<file path="src/design/BottomPkg.sv">
package BottomPkg;

	typedef logic [7:0]  Byte;       // One data byte
	typedef logic [15:0] Word;       // Address or register pair
	typedef logic [3:0]  RegId;      // Register code
	typedef logic [2:0]  BottomOp;   // Command operation code
	typedef logic [4:0]  IrqVec;     // Restart vector bits 7:3

	localparam RegId RegB   = 4'd0;
	localparam RegId RegC   = 4'd1;
	localparam RegId RegD   = 4'd2;
	localparam RegId RegE   = 4'd3;
	localparam RegId RegH   = 4'd4;
	localparam RegId RegL   = 4'd5;
	localparam RegId RegA   = 4'd7;  // Code 6 is reserved
	localparam RegId RegW   = 4'd8;
	localparam RegId RegZ   = 4'd9;
	localparam RegId RegSph = 4'd10;
	localparam RegId RegSpl = 4'd11;
	localparam RegId RegPch = 4'd12;
	localparam RegId RegPcl = 4'd13;

	localparam BottomOp OpNop   = 3'd0;
	localparam BottomOp OpLoad  = 3'd1;
	localparam BottomOp OpRead  = 3'd2;
	localparam BottomOp OpInc   = 3'd3;
	localparam BottomOp OpDec   = 3'd4;
	localparam BottomOp OpFetch = 3'd5;
	localparam BottomOp OpRst   = 3'd6;
	localparam BottomOp OpBit   = 3'd7;

	// Pair index is the register code with bit 0 dropped
	localparam logic [2:0] PairBc = 3'd0;
	localparam logic [2:0] PairDe = 3'd1;
	localparam logic [2:0] PairHl = 3'd2;
	localparam logic [2:0] PairWz = 3'd4;
	localparam logic [2:0] PairSp = 3'd5;
	localparam logic [2:0] PairPc = 3'd6;

	localparam Word DefResetPc = 16'h0100;
	localparam Word DefResetSp = 16'hFFFE;

	function automatic logic [2:0] pairOf(RegId r);
		return r[3:1];
	endfunction

	function automatic logic isPairOp(BottomOp op);
		return (op == OpInc) || (op == OpDec);
	endfunction

endpackage

</file>
<file path="src/design/RegFile.sv">
`timescale 1ns/1ps

module RegFile (
	input  logic               CLK,
	input  logic               reset,
	input  logic               cmdValid,
	input  BottomPkg::BottomOp cmdOp,
	input  BottomPkg::RegId    cmdReg,
	input  BottomPkg::Byte     cmdData,
	input  BottomPkg::Word     incDecValue,
	output BottomPkg::Word     bcPair,
	output BottomPkg::Word     dePair,
	output BottomPkg::Word     hlPair,
	output BottomPkg::Byte     regA
);
	import BottomPkg::*;

	Byte regB;
	Byte regC;
	Byte regD;
	Byte regE;
	Byte regH;
	Byte regL;

	logic loadStrobe;
	logic pairStrobe;

	assign loadStrobe = cmdValid && (cmdOp == OpLoad);
	assign pairStrobe = cmdValid && isPairOp(cmdOp);   // A is not part of a pair

	always_ff @(posedge CLK) begin
		if (reset) begin
			regB <= '0;
			regC <= '0;
			regD <= '0;
			regE <= '0;
			regH <= '0;
			regL <= '0;
			regA <= '0;
		end else if (loadStrobe) begin
			case (cmdReg)
				RegB:    regB <= cmdData;
				RegC:    regC <= cmdData;
				RegD:    regD <= cmdData;
				RegE:    regE <= cmdData;
				RegH:    regH <= cmdData;
				RegL:    regL <= cmdData;
				RegA:    regA <= cmdData;
				default: ;                   // Not ours or reserved
			endcase
		end else if (pairStrobe) begin
			case (pairOf(cmdReg))
				PairBc:  {regB, regC} <= incDecValue;
				PairDe:  {regD, regE} <= incDecValue;
				PairHl:  {regH, regL} <= incDecValue;
				default: ;
			endcase
		end
	end

	// High byte first, as the pair sits on the address bus
	assign bcPair = {regB, regC};
	assign dePair = {regD, regE};
	assign hlPair = {regH, regL};

endmodule

</file>
<file path="src/design/TempRegs.sv">
`timescale 1ns/1ps

module TempRegs (
	input  logic               CLK,
	input  logic               reset,
	input  logic               cmdValid,
	input  BottomPkg::BottomOp cmdOp,
	input  BottomPkg::RegId    cmdReg,
	input  BottomPkg::Byte     cmdData,
	input  BottomPkg::Word     incDecValue,
	output BottomPkg::Word     wzPair,
	output logic               tempC,
	output logic               tempH,
	output logic               tempN,
	output logic               tempZ
);
	import BottomPkg::*;

	Byte regW;
	Byte regZ;

	logic wzWrite;

	assign wzWrite = cmdValid && isPairOp(cmdOp) && (pairOf(cmdReg) == PairWz);

	always_ff @(posedge CLK) begin
		if (reset) begin
			regW <= '0;
			regZ <= '0;
		end else if (cmdValid && (cmdOp == OpLoad)) begin
			if (cmdReg == RegW)
				regW <= cmdData;
			if (cmdReg == RegZ)
				regZ <= cmdData;
		end else if (wzWrite) begin
			{regW, regZ} <= incDecValue;
		end
	end

	assign wzPair = {regW, regZ};

	// Flags saved in Z sit in the upper nibble, like the F register layout
	assign tempC = regZ[4];
	assign tempH = regZ[5];
	assign tempN = regZ[6];
	assign tempZ = regZ[7];

endmodule

</file>
<file path="src/design/AddressRegs.sv">
`timescale 1ns/1ps

module AddressRegs #(
	parameter BottomPkg::Word ResetSp = BottomPkg::DefResetSp,
	parameter BottomPkg::Word ResetPc = BottomPkg::DefResetPc
) (
	input  logic               CLK,
	input  logic               reset,
	input  logic               cmdValid,
	input  BottomPkg::BottomOp cmdOp,
	input  BottomPkg::RegId    cmdReg,
	input  BottomPkg::Byte     cmdData,
	input  BottomPkg::Word     incDecValue,
	input  BottomPkg::IrqVec   irqVector,
	output BottomPkg::Word     spPair,
	output BottomPkg::Word     pcPair
);
	import BottomPkg::*;

	Word regSp;
	Word regPc;

	logic spWrite;
	logic pcWrite;
	Word  rstTarget;

	assign spWrite = isPairOp(cmdOp) && (pairOf(cmdReg) == PairSp);
	assign pcWrite = (cmdOp == OpFetch) ||
		(isPairOp(cmdOp) && (pairOf(cmdReg) == PairPc));

	assign rstTarget = {8'h00, irqVector, 3'b000};   // Restart page zero

	always_ff @(posedge CLK) begin
		if (reset) begin
			regSp <= ResetSp;
			regPc <= ResetPc;
		end else if (cmdValid) begin
			if (cmdOp == OpLoad) begin
				case (cmdReg)
					RegSph:  regSp[15:8] <= cmdData;
					RegSpl:  regSp[7:0]  <= cmdData;
					RegPch:  regPc[15:8] <= cmdData;
					RegPcl:  regPc[7:0]  <= cmdData;
					default: ;
				endcase
			end
			if (spWrite)
				regSp <= incDecValue;
			if (pcWrite)
				regPc <= incDecValue;          // Fetch increment or pair op
			if (cmdOp == OpRst)
				regPc <= rstTarget;
		end
	end

	assign spPair = regSp;
	assign pcPair = regPc;

endmodule

</file>
<file path="src/design/IncDec.sv">
`timescale 1ns/1ps

module IncDec (
	input  logic               CLK,
	input  logic               reset,
	input  logic               cmdValid,
	input  BottomPkg::BottomOp cmdOp,
	input  BottomPkg::RegId    cmdReg,
	input  BottomPkg::Word     bcPair,
	input  BottomPkg::Word     dePair,
	input  BottomPkg::Word     hlPair,
	input  BottomPkg::Word     wzPair,
	input  BottomPkg::Word     spPair,
	input  BottomPkg::Word     pcPair,
	output BottomPkg::Word     incDecValue,
	output BottomPkg::Word     addr,
	output logic               addrValid
);
	import BottomPkg::*;

	logic [2:0] selIdx;
	Word        selPair;
	logic       selKnown;
	logic       addrStrobe;

	assign selIdx = (cmdOp == OpFetch) ? PairPc : pairOf(cmdReg);   // Fetch forces PC

	always_comb begin
		selKnown = 1'b1;
		case (selIdx)
			PairBc:  selPair = bcPair;
			PairDe:  selPair = dePair;
			PairHl:  selPair = hlPair;
			PairWz:  selPair = wzPair;
			PairSp:  selPair = spPair;
			PairPc:  selPair = pcPair;
			default: begin
				selPair  = '0;                   // Codes 6, 7, 14 and 15
				selKnown = 1'b0;
			end
		endcase
	end

	// Wraps modulo 2^16 in both directions
	assign incDecValue = (cmdOp == OpDec) ? selPair - 16'd1 : selPair + 16'd1;

	assign addrStrobe = cmdValid && selKnown && ((cmdOp == OpFetch) || isPairOp(cmdOp));

	always_ff @(posedge CLK) begin
		if (reset) begin
			addr      <= '0;
			addrValid <= 1'b0;
		end else begin
			addrValid <= addrStrobe;
			if (addrStrobe)
				addr <= selPair;                 // Value before the adjust
		end
	end

endmodule

</file>
<file path="src/design/OperandLogic.sv">
`timescale 1ns/1ps

module OperandLogic (
	input  logic               CLK,
	input  logic               reset,
	input  logic               cmdValid,
	input  BottomPkg::BottomOp cmdOp,
	input  BottomPkg::RegId    cmdReg,
	input  BottomPkg::Byte     cmdData,
	input  BottomPkg::Word     bcPair,
	input  BottomPkg::Word     dePair,
	input  BottomPkg::Word     hlPair,
	input  BottomPkg::Word     wzPair,
	input  BottomPkg::Word     spPair,
	input  BottomPkg::Word     pcPair,
	input  BottomPkg::Byte     regA,
	output BottomPkg::Byte     operandA,
	output BottomPkg::Byte     operandB,
	output logic               operandValid,
	output logic               adjLow,
	output logic               adjHigh,
	output logic               adjBit
);
	import BottomPkg::*;

	Byte  selByte;
	logic selKnown;
	Byte  bitMask;
	logic opStrobe;

	always_comb begin
		selKnown = 1'b1;
		case (cmdReg)
			RegB:    selByte = bcPair[15:8];
			RegC:    selByte = bcPair[7:0];
			RegD:    selByte = dePair[15:8];
			RegE:    selByte = dePair[7:0];
			RegH:    selByte = hlPair[15:8];
			RegL:    selByte = hlPair[7:0];
			RegA:    selByte = regA;
			RegW:    selByte = wzPair[15:8];
			RegZ:    selByte = wzPair[7:0];
			RegSph:  selByte = spPair[15:8];
			RegSpl:  selByte = spPair[7:0];
			RegPch:  selByte = pcPair[15:8];
			RegPcl:  selByte = pcPair[7:0];
			default: begin
				selByte  = '0;
				selKnown = 1'b0;
			end
		endcase
	end

	assign bitMask  = Byte'(1) << cmdData[2:0];   // One-hot bit index
	assign opStrobe = cmdValid && selKnown && ((cmdOp == OpRead) || (cmdOp == OpBit));

	always_ff @(posedge CLK) begin
		if (reset) begin
			operandA     <= '0;
			operandB     <= '0;
			operandValid <= 1'b0;
		end else begin
			operandValid <= opStrobe;
			if (opStrobe) begin
				operandA <= selByte;
				operandB <= (cmdOp == OpBit) ? bitMask : regA;
			end
		end
	end

	// Decimal adjust hints straight from the accumulator
	assign adjLow  = regA[1] | regA[2] | regA[3];
	assign adjHigh = regA[5] | regA[6] | regA[7];
	assign adjBit  = regA[4] | regA[7];

endmodule

</file>
<file path="src/design/Bottom.sv">
`timescale 1ns/1ps

module Bottom #(
	parameter BottomPkg::Word ResetPc = BottomPkg::DefResetPc,
	parameter BottomPkg::Word ResetSp = BottomPkg::DefResetSp
) (
	input  logic               CLK,
	input  logic               reset,
	input  logic               cmdValid,
	input  BottomPkg::BottomOp cmdOp,
	input  BottomPkg::RegId    cmdReg,
	input  BottomPkg::Byte     cmdData,
	input  BottomPkg::IrqVec   irqVector,
	output BottomPkg::Word     addr,         // External address bus
	output logic               addrValid,
	output BottomPkg::Byte     operandA,     // ALU operand 1
	output BottomPkg::Byte     operandB,     // ALU operand 2
	output logic               operandValid,
	output logic               tempC,
	output logic               tempH,
	output logic               tempN,
	output logic               tempZ,
	output logic               adjLow,
	output logic               adjHigh,
	output logic               adjBit
);
	import BottomPkg::*;

	Word bcPair;
	Word dePair;
	Word hlPair;
	Word wzPair;
	Word spPair;
	Word pcPair;
	Byte regA;
	Word incDecValue;   // Shared writeback value

	RegFile regs (
		.CLK(CLK), .reset(reset), .cmdValid(cmdValid), .cmdOp(cmdOp),
		.cmdReg(cmdReg), .cmdData(cmdData), .incDecValue(incDecValue),
		.bcPair(bcPair), .dePair(dePair), .hlPair(hlPair), .regA(regA)
	);

	TempRegs tempRegs (
		.CLK(CLK), .reset(reset), .cmdValid(cmdValid), .cmdOp(cmdOp),
		.cmdReg(cmdReg), .cmdData(cmdData), .incDecValue(incDecValue),
		.wzPair(wzPair), .tempC(tempC), .tempH(tempH), .tempN(tempN), .tempZ(tempZ)
	);

	AddressRegs #(.ResetSp(ResetSp), .ResetPc(ResetPc)) addrRegs (
		.CLK(CLK), .reset(reset), .cmdValid(cmdValid), .cmdOp(cmdOp),
		.cmdReg(cmdReg), .cmdData(cmdData), .incDecValue(incDecValue),
		.irqVector(irqVector), .spPair(spPair), .pcPair(pcPair)
	);

	IncDec incDec (
		.CLK(CLK), .reset(reset), .cmdValid(cmdValid), .cmdOp(cmdOp), .cmdReg(cmdReg),
		.bcPair(bcPair), .dePair(dePair), .hlPair(hlPair),
		.wzPair(wzPair), .spPair(spPair), .pcPair(pcPair),
		.incDecValue(incDecValue), .addr(addr), .addrValid(addrValid)
	);

	OperandLogic operands (
		.CLK(CLK), .reset(reset), .cmdValid(cmdValid), .cmdOp(cmdOp),
		.cmdReg(cmdReg), .cmdData(cmdData),
		.bcPair(bcPair), .dePair(dePair), .hlPair(hlPair),
		.wzPair(wzPair), .spPair(spPair), .pcPair(pcPair), .regA(regA),
		.operandA(operandA), .operandB(operandB), .operandValid(operandValid),
		.adjLow(adjLow), .adjHigh(adjHigh), .adjBit(adjBit)
	);

endmodule

</file>
<file path="config.mk">
export PLATFORM = sky130hd
export DESIGN_NAME = Bottom
export DESIGN_NICKNAME = d
export VERILOG_FILES = /design/src/design/BottomPkg.sv /design/src/design/RegFile.sv /design/src/design/TempRegs.sv /design/src/design/AddressRegs.sv /design/src/design/IncDec.sv /design/src/design/OperandLogic.sv /design/src/design/Bottom.sv
export SDC_FILE = /design/constraint.sdc
export NUM_CORES = 1
export LEC_CHECK = 0
export ABC_AREA = 1
export BUFFER_PORTS_ARGS = -buffer_cell sky130_fd_sc_hd__buf_2
export CELL_PAD_IN_SITES_DETAIL_PLACEMENT = 1
export CELL_PAD_IN_SITES_GLOBAL_PLACEMENT = 1
export CORE_UTILIZATION = 47
export CTS_CLUSTER_DIAMETER = 200
export CTS_CLUSTER_SIZE = 20
export DETAILED_ROUTE_END_ITERATION = 6
export PLACE_DENSITY_LB_ADDON = 0.3
export SLEW_MARGIN = 0
export SYNTH_ARGS = -nofsm -noshare
export SYNTH_HDL_FRONTEND = slang
export SYNTH_HIERARCHICAL = 1
export SYNTH_SLANG_ARGS = --single-unit
</file>
<file path="constraint.sdc">
create_clock -name CLK -period 5.7 [get_ports CLK]
set_clock_uncertainty 0.05 [all_clocks]
set_input_delay 0.855 -clock CLK [delete_from_list [all_inputs] [get_ports CLK]]
set_output_delay 0.855 -clock CLK [all_outputs]
set_load 0.005 [all_outputs]
</file>
==> impl_metrics.ini, run 1 <==
[status]
status = complete, no violations

[placed_design]
post-place-ws_ps = 852
place_area_mm2 = 0.00987
numPortBuffers = 63
gp_congestion = 0.973
place_hpwl_um = 30600

[die]
die_area_mm2 = 0.0212
start_util_pct = 47.9
die_h_um = 146
row_count = 52
io_pins = 64
core-area_mm2 = 0.0202
die_x_um = 146

[worst_setup_path]
start_kind = input port
path_buf_inv = 2
critPathSlowestCell = ha_1
crit_family = compound AO/OA/AOI/OAI gates
crit_type = input port to register
r2r_start = addrRegs/pcPair[3]$_SDFFE_PP0P_
crit_start = cmdOp[2]
end_kind = register
rrSetupSlack_ps = 2050
cp.required_ps = 6020
worstPathArrival_ps = 4860
path_cells = buf_2 -> nand3_4 -> nand4_1 -> inv_1 -> a22oi_1 -> nand3_1 -> ha_1 -> a21o_1 -> a21oi_1 -> o21ai_1 -> a21boi_0 -> o21ai_1 -> xor2_1 -> nand2_1 -> o21ai_2 -> nor2_1 -> nor2_1
crit_fanout = 16
slowest_delay_ps = 440

[routing]
wl_per_cell_um = 21.8
drt_iter0_drc = 686
antenna_left = 0
finalWirelength_um = 40600
vias = 10700
drc = 0
via_per_inst = 5.71
dr.pass1.iters = 5

[min_path]
holdCritStartpoint = operands/operandB[6]$_SDFFE_PP0P_
hold_path.class = register to register

[grt]
grt-ovfl-total = 0
grt_pass1_vias = 10600
antenna_found_initial = 2
grt_pass1_wl_um = 62200
grt_use_total_pct = 38.9
grt_max_degree = 49

[cts]
clk_path_buf_depth = 2
ctsResizeCount = 0
holdBufCountCts = 0
htreeDepth = 4
cts_root_buffer = clkbuf_16
cts_buffers = 17
post_cts_buffers = 0
clock_latency_ps = 440
cts_tree = built
cts_sinks = 138
clkTransAtPathRegs_ps = 70

[timing]
fin_crit_sh_pct = 79.7
layout_setup_ws_ps = 1160
final_max_slew_viol_count = 0
hold_violations = 0
relSlewSlack_pct = 23.1
fin_setup_tns_ps = 0
rsz0062_at_grt = false
fmax_ghz = 0.220
min_period_ps = 4540
worstMarginPinSlew_ps = 1150
finalSetupViolCount = 0

[layout]
final_util_pct = 52.0
drive_above_1_share_pct = 13.0
syn2layout_area_growth_pct = 8.58
final_area_mm2 = 0.0105
nets = 1621

[yosys]
synth_ff_type = dfxtp_1
yosysWarnings = 6
yosysUniqueCellTypes = 49
synth_cells = 1562
synth.largest_area_cell = dfxtp_1
synth_common_cells = nand2_1, nor2_1, nand3_1
seq_area_frac_synth_pct = 28.5
synth.most_common_cell = nand2_1
syn_area_per_cell_um2 = 6.20
synth_area_mm2 = 0.00968
ys_top_cells_by_area = dfxtp_1, nand2_1, nand3_1, nor2_1, inv_1
synth-seq-cells = 138
netlist.area_leader.share_pct = 28.5
syn_nets = 1600
synth-edff-count = 0
synthArstFlopShare_pct = 0

[pwr]
total_power_uw = 2690
pwr_density_cell_mw_per_mm2 = 256
irDropWorstVdd_mv = 0.197
leakagePower_uw = 0.00563

[run]
max_cap_viol_count = 0
==> metal layers <==
metal  up-vias  routed length (µm)  track usage, %
li1       4968                   -               -
met1      5129               16900            47.7
met2       432               18500            63.8
met3       124                2850            8.28
met4         2                2320            21.1
met5         -                  10               0
==> worst min-delay path, stage by stage (launching register included) <==
cell and delay, ps:
dfxtp_1 320, nor2_1 40, nor2_1 80
==> logic make-up (layout without fill, tap and decap cells) <==
family | count (synthesis) | after routing | share of synthesized area [%]
other cells | 0 | 1 | 0
compound gates | 136 | 136 | 8.81
xor+xnor | 11 | 11 | 1.07
flops | 138 | 138 | 28.5
simple gates | 1023 | 1023 | 47.7
buf+inv | 239 | 273 | 11.9
fa+ha+maj | 15 | 15 | 2.02
==> power breakdown <==
part           switching (µW)  internal [µW]  total (µW)
clock                     482            763        1240
sequential               30.7            989        1020
combinational             320            106         426
==> layout make-up <==
class / count / area, µm²
fillers: 2877 / 9720
clock inverters: 12 / 188
flip-flops and latches: 138 / 2760
inverters: 175 / 657
clock buffers: 20 / 457
diodes: 1 / 2.50
multi-input cells: 1185 / 5770
repair buffers: 66 / 338
well taps: 270 / 338
==> final timing paths <==
path | endpoint | cells after the start
setup / recovery | regs/regB[4]$_SDFFE_PP0P_ | 17
hold / removal | operands/operandB[6]$_SDFFE_PP0P_ | 2
setup reg to reg | regs/regB[4]$_SDFFE_PP0P_ | 16
hold reg to reg | operands/operandB[6]$_SDFFE_PP0P_ | 2
==> cells in the final DEF (no fill, tap or decap), types with 28 or more instances in the layout <==
cell     Yosys  routed
a21oi_1     45      45
a22oi_1     28      28
buf_2       21      63
dfxtp_1    138     138
inv_1      161     161
nand2_1    482     482
nand2_2     28      28
nand3_1    195     195
nor2_1     250     249
o21ai_0     31      31
==> stage by stage <==
stage          hold WS (ps)  std cells
3_5_place_dp            412       1834
4_1_cts                 431       1866
2_1_floorplan           404       1562
3_3_place_gp            410       1834
5_1_grt                 439       1866
6_report                429       1867
(Power assumes the default switching activity.)
==> inputs of run 2 (changes only) <==
CORE_UTILIZATION = 39   (was 47)
clock period = 3.9 ns   (was 5.7 ns; I/O delays follow)
==> run 2 against run 1 <==
Net effect:
- die area rose by 20%
- via count rose by 2.0%
- first-iteration DRC count rose by 47%
- register-to-register slack got worse by 1500 ps
- worst setup slack got worse by 1100 ps
- routed wire length rose by 1.6%
- critical path type unchanged
- largest cell class unchanged
- highest routed layer is now met4
==> impl_metrics.ini, run 2 (synthesized netlist as in run 1, its figures left out) <==
[cts]
cts_root_buffer = clkbuf_16
clkTransAtPathRegs_ps = 60
htreeDepth = 4
clk_path_buf_depth = 2
clock_latency_ps = 440
cts_tree = built
holdBufCountCts = 0
cts_buffers = 17
cts_sinks = 138

[worst_setup_path]
end_kind = register
worstPathArrival_ps = 4110
rr_worst_depth = 17
rr_endpoint = regs/regB[5]$_SDFFE_PP0P_
crit_fanout = 6
slowest_delay_ps = 600
cp.required_ps = 4220
start_kind = input port
path_cells = buf_2 -> inv_2 -> nand3_4 -> nand4_1 -> buf_4 -> clkinvlp_4 -> buf_4 -> buf_4 -> a22oi_1 -> nand3_1 -> ha_1 -> a21oi_1 -> o21ai_0 -> a21oi_1 -> o21ai_0 -> xor2_1 -> nand2_1 -> nand2_1 -> a21oi_1 -> nor2_1
critPathSlowestCell = xor2_1
crit_type = input port to register
r2r_start = addrRegs/pcPair[6]$_SDFFE_PP0P_
rrSetupSlack_ps = 590

[layout]
diodes = 0
syn2layout_area_growth_pct = 14.0
final_common_cell = nand2_1
nets = 1673
drive_above_1_share_pct = 16.0
mostFrequentLayoutCells = nand2_1, nor2_1, nand3_1, inv_1, dfxtp_1
final_area_mm2 = 0.0110

[routing]
drc = 0
vias = 10900
antenna_left = 0
finalWirelength_um = 41300
drt_iter0_drc = 1007
via_per_inst = 5.51
wl_per_cell_um = 20.9
dr.pass1.iters = 5

[min_path]
holdCritStartpoint = incDec/addr[7]$_SDFFE_PP0P_
hold_end = incDec/addr[7]$_SDFFE_PP0P_
min_path_cells = 2
hold_path.class = register to register

[grt]
grt_pass1_vias = 10800
grt_max_degree = 49
grt_use_total_pct = 32.7
grt_pass1_wl_um = 63300
grt-ovfl-total = 0
antenna_found_initial = 0

[status]
status = complete, no violations

[timing]
hold_violations = 0
worstMarginPinSlew_ps = 1110
rsz0062_at_grt = false
finalSetupViolCount = 0
fmax_ghz = 0.263
min_period_ps = 3800
fin_crit_sh_pct = 97.3
relSlewSlack_pct = 26.1
layout_setup_ws_ps = 105
final_max_slew_viol_count = 0

[die]
row_count = 57
die_x_um = 160
io_pins = 64
start_util_pct = 39.8
die_h_um = 160
core-area_mm2 = 0.0243
die_area_mm2 = 0.0255

[placed_design]
post-place-ws_ps = -243
gp_congestion = 0.994
numPortBuffers = 63
place_area_mm2 = 0.0103
place_hpwl_um = 30900

[pwr]
irDropWorstVdd_mv = 0.251
pwr_density_cell_mw_per_mm2 = 371
total_power_uw = 4090
leakagePower_uw = 0.00591

[run]
max_cap_viol_count = 0
run 2: cell types whose count changed in the layout (fill, tap and decap cells not counted), sizes merged:
cell,before,now
clkinvlp,2,3
inv,176,172
clkbuf,20,21
bufinv,4,6
diode,1,0
buf,66,117
clkinv,5,6
run 2: final cells by class:
class,instances,area [µm²]
fillers,3339,13300
multi-input cells,1185,5790
flip-flops and latches,138,2760
repair buffers,117,721
inverters,175,661
clock buffers,21,470
well taps,324,405
clock inverters,11,215
repair inverters,1,7.51
run 2: worst max-delay path, delay by kind of cell:
family / cells / cell delay (ps)
and+or+nand+nor: 6 / 950
buffers and inverters: 6 / 830
AOI/OAI and AO/OA: 6 / 730
xor gates and xnor gates: 1 / 600
adders and majority gates: 1 / 390
run 2: stage by stage:
step / std cells / hold slack [ps] / TNS [ps] / util (%)
final: 1972 / 420 / 0 / 45.4
after global routing: 1972 / 434 / 0 / 45.4
after CTS: 1964 / 413 / 0 / 45.0
after detailed placement: 1932 / 412 / -3790 / 42.2
after global placement: 1932 / 407 / -957 / 42.2
after floorplan: 1562 / 404 / 0 / -
run 2: worst max path at each step:
| stage | startpoint | to | slack [ps] |
|---|---|---|---|
| 3_3_place_gp | cmdOp[1] | regs/regD[7]$_SDFFE_PP0P_ | -170 |
| 3_5_place_dp | cmdOp[1] | regs/regD[7]$_SDFFE_PP0P_ | -240 |
| 6_report | cmdOp[1] | tempRegs/regW[6]$_SDFFE_PP0P_ | 100 |
| 2_1_floorplan | cmdOp[1] | addrRegs/pcPair[12]$_SDFFE_PP0P_ | 480 |
| 5_1_grt | cmdOp[1] | regs/regH[5]$_SDFFE_PP0P_ | 10 |
| 4_1_cts | cmdOp[1] | regs/regD[7]$_SDFFE_PP0P_ | 160 |
run 2: power by group:
group	switching [µW]	total (µW)	internal, µW
sequential	43.7	1490	1450
clock	683	1930	1250
combinational	476	669	193
total	1200	4090	2890
run 2: layer usage:
layer | share of wire [%] | up-vias | track usage [%]
li1 | - | 5079 | -
met1 | 42 | 5209 | 41.4
met5 | 0 | - | 0
met4 | 5.6 | 0 | 18.7
met2 | 45 | 452 | 52.7
met3 | 6.9 | 127 | 5.00
run 2: what timing repair did:
action,4_1_cts,5_1_grt
resized for setup,0,6
setup endpoints to repair,0,19
setup buffers,0,7
hold endpoints to repair,0,0
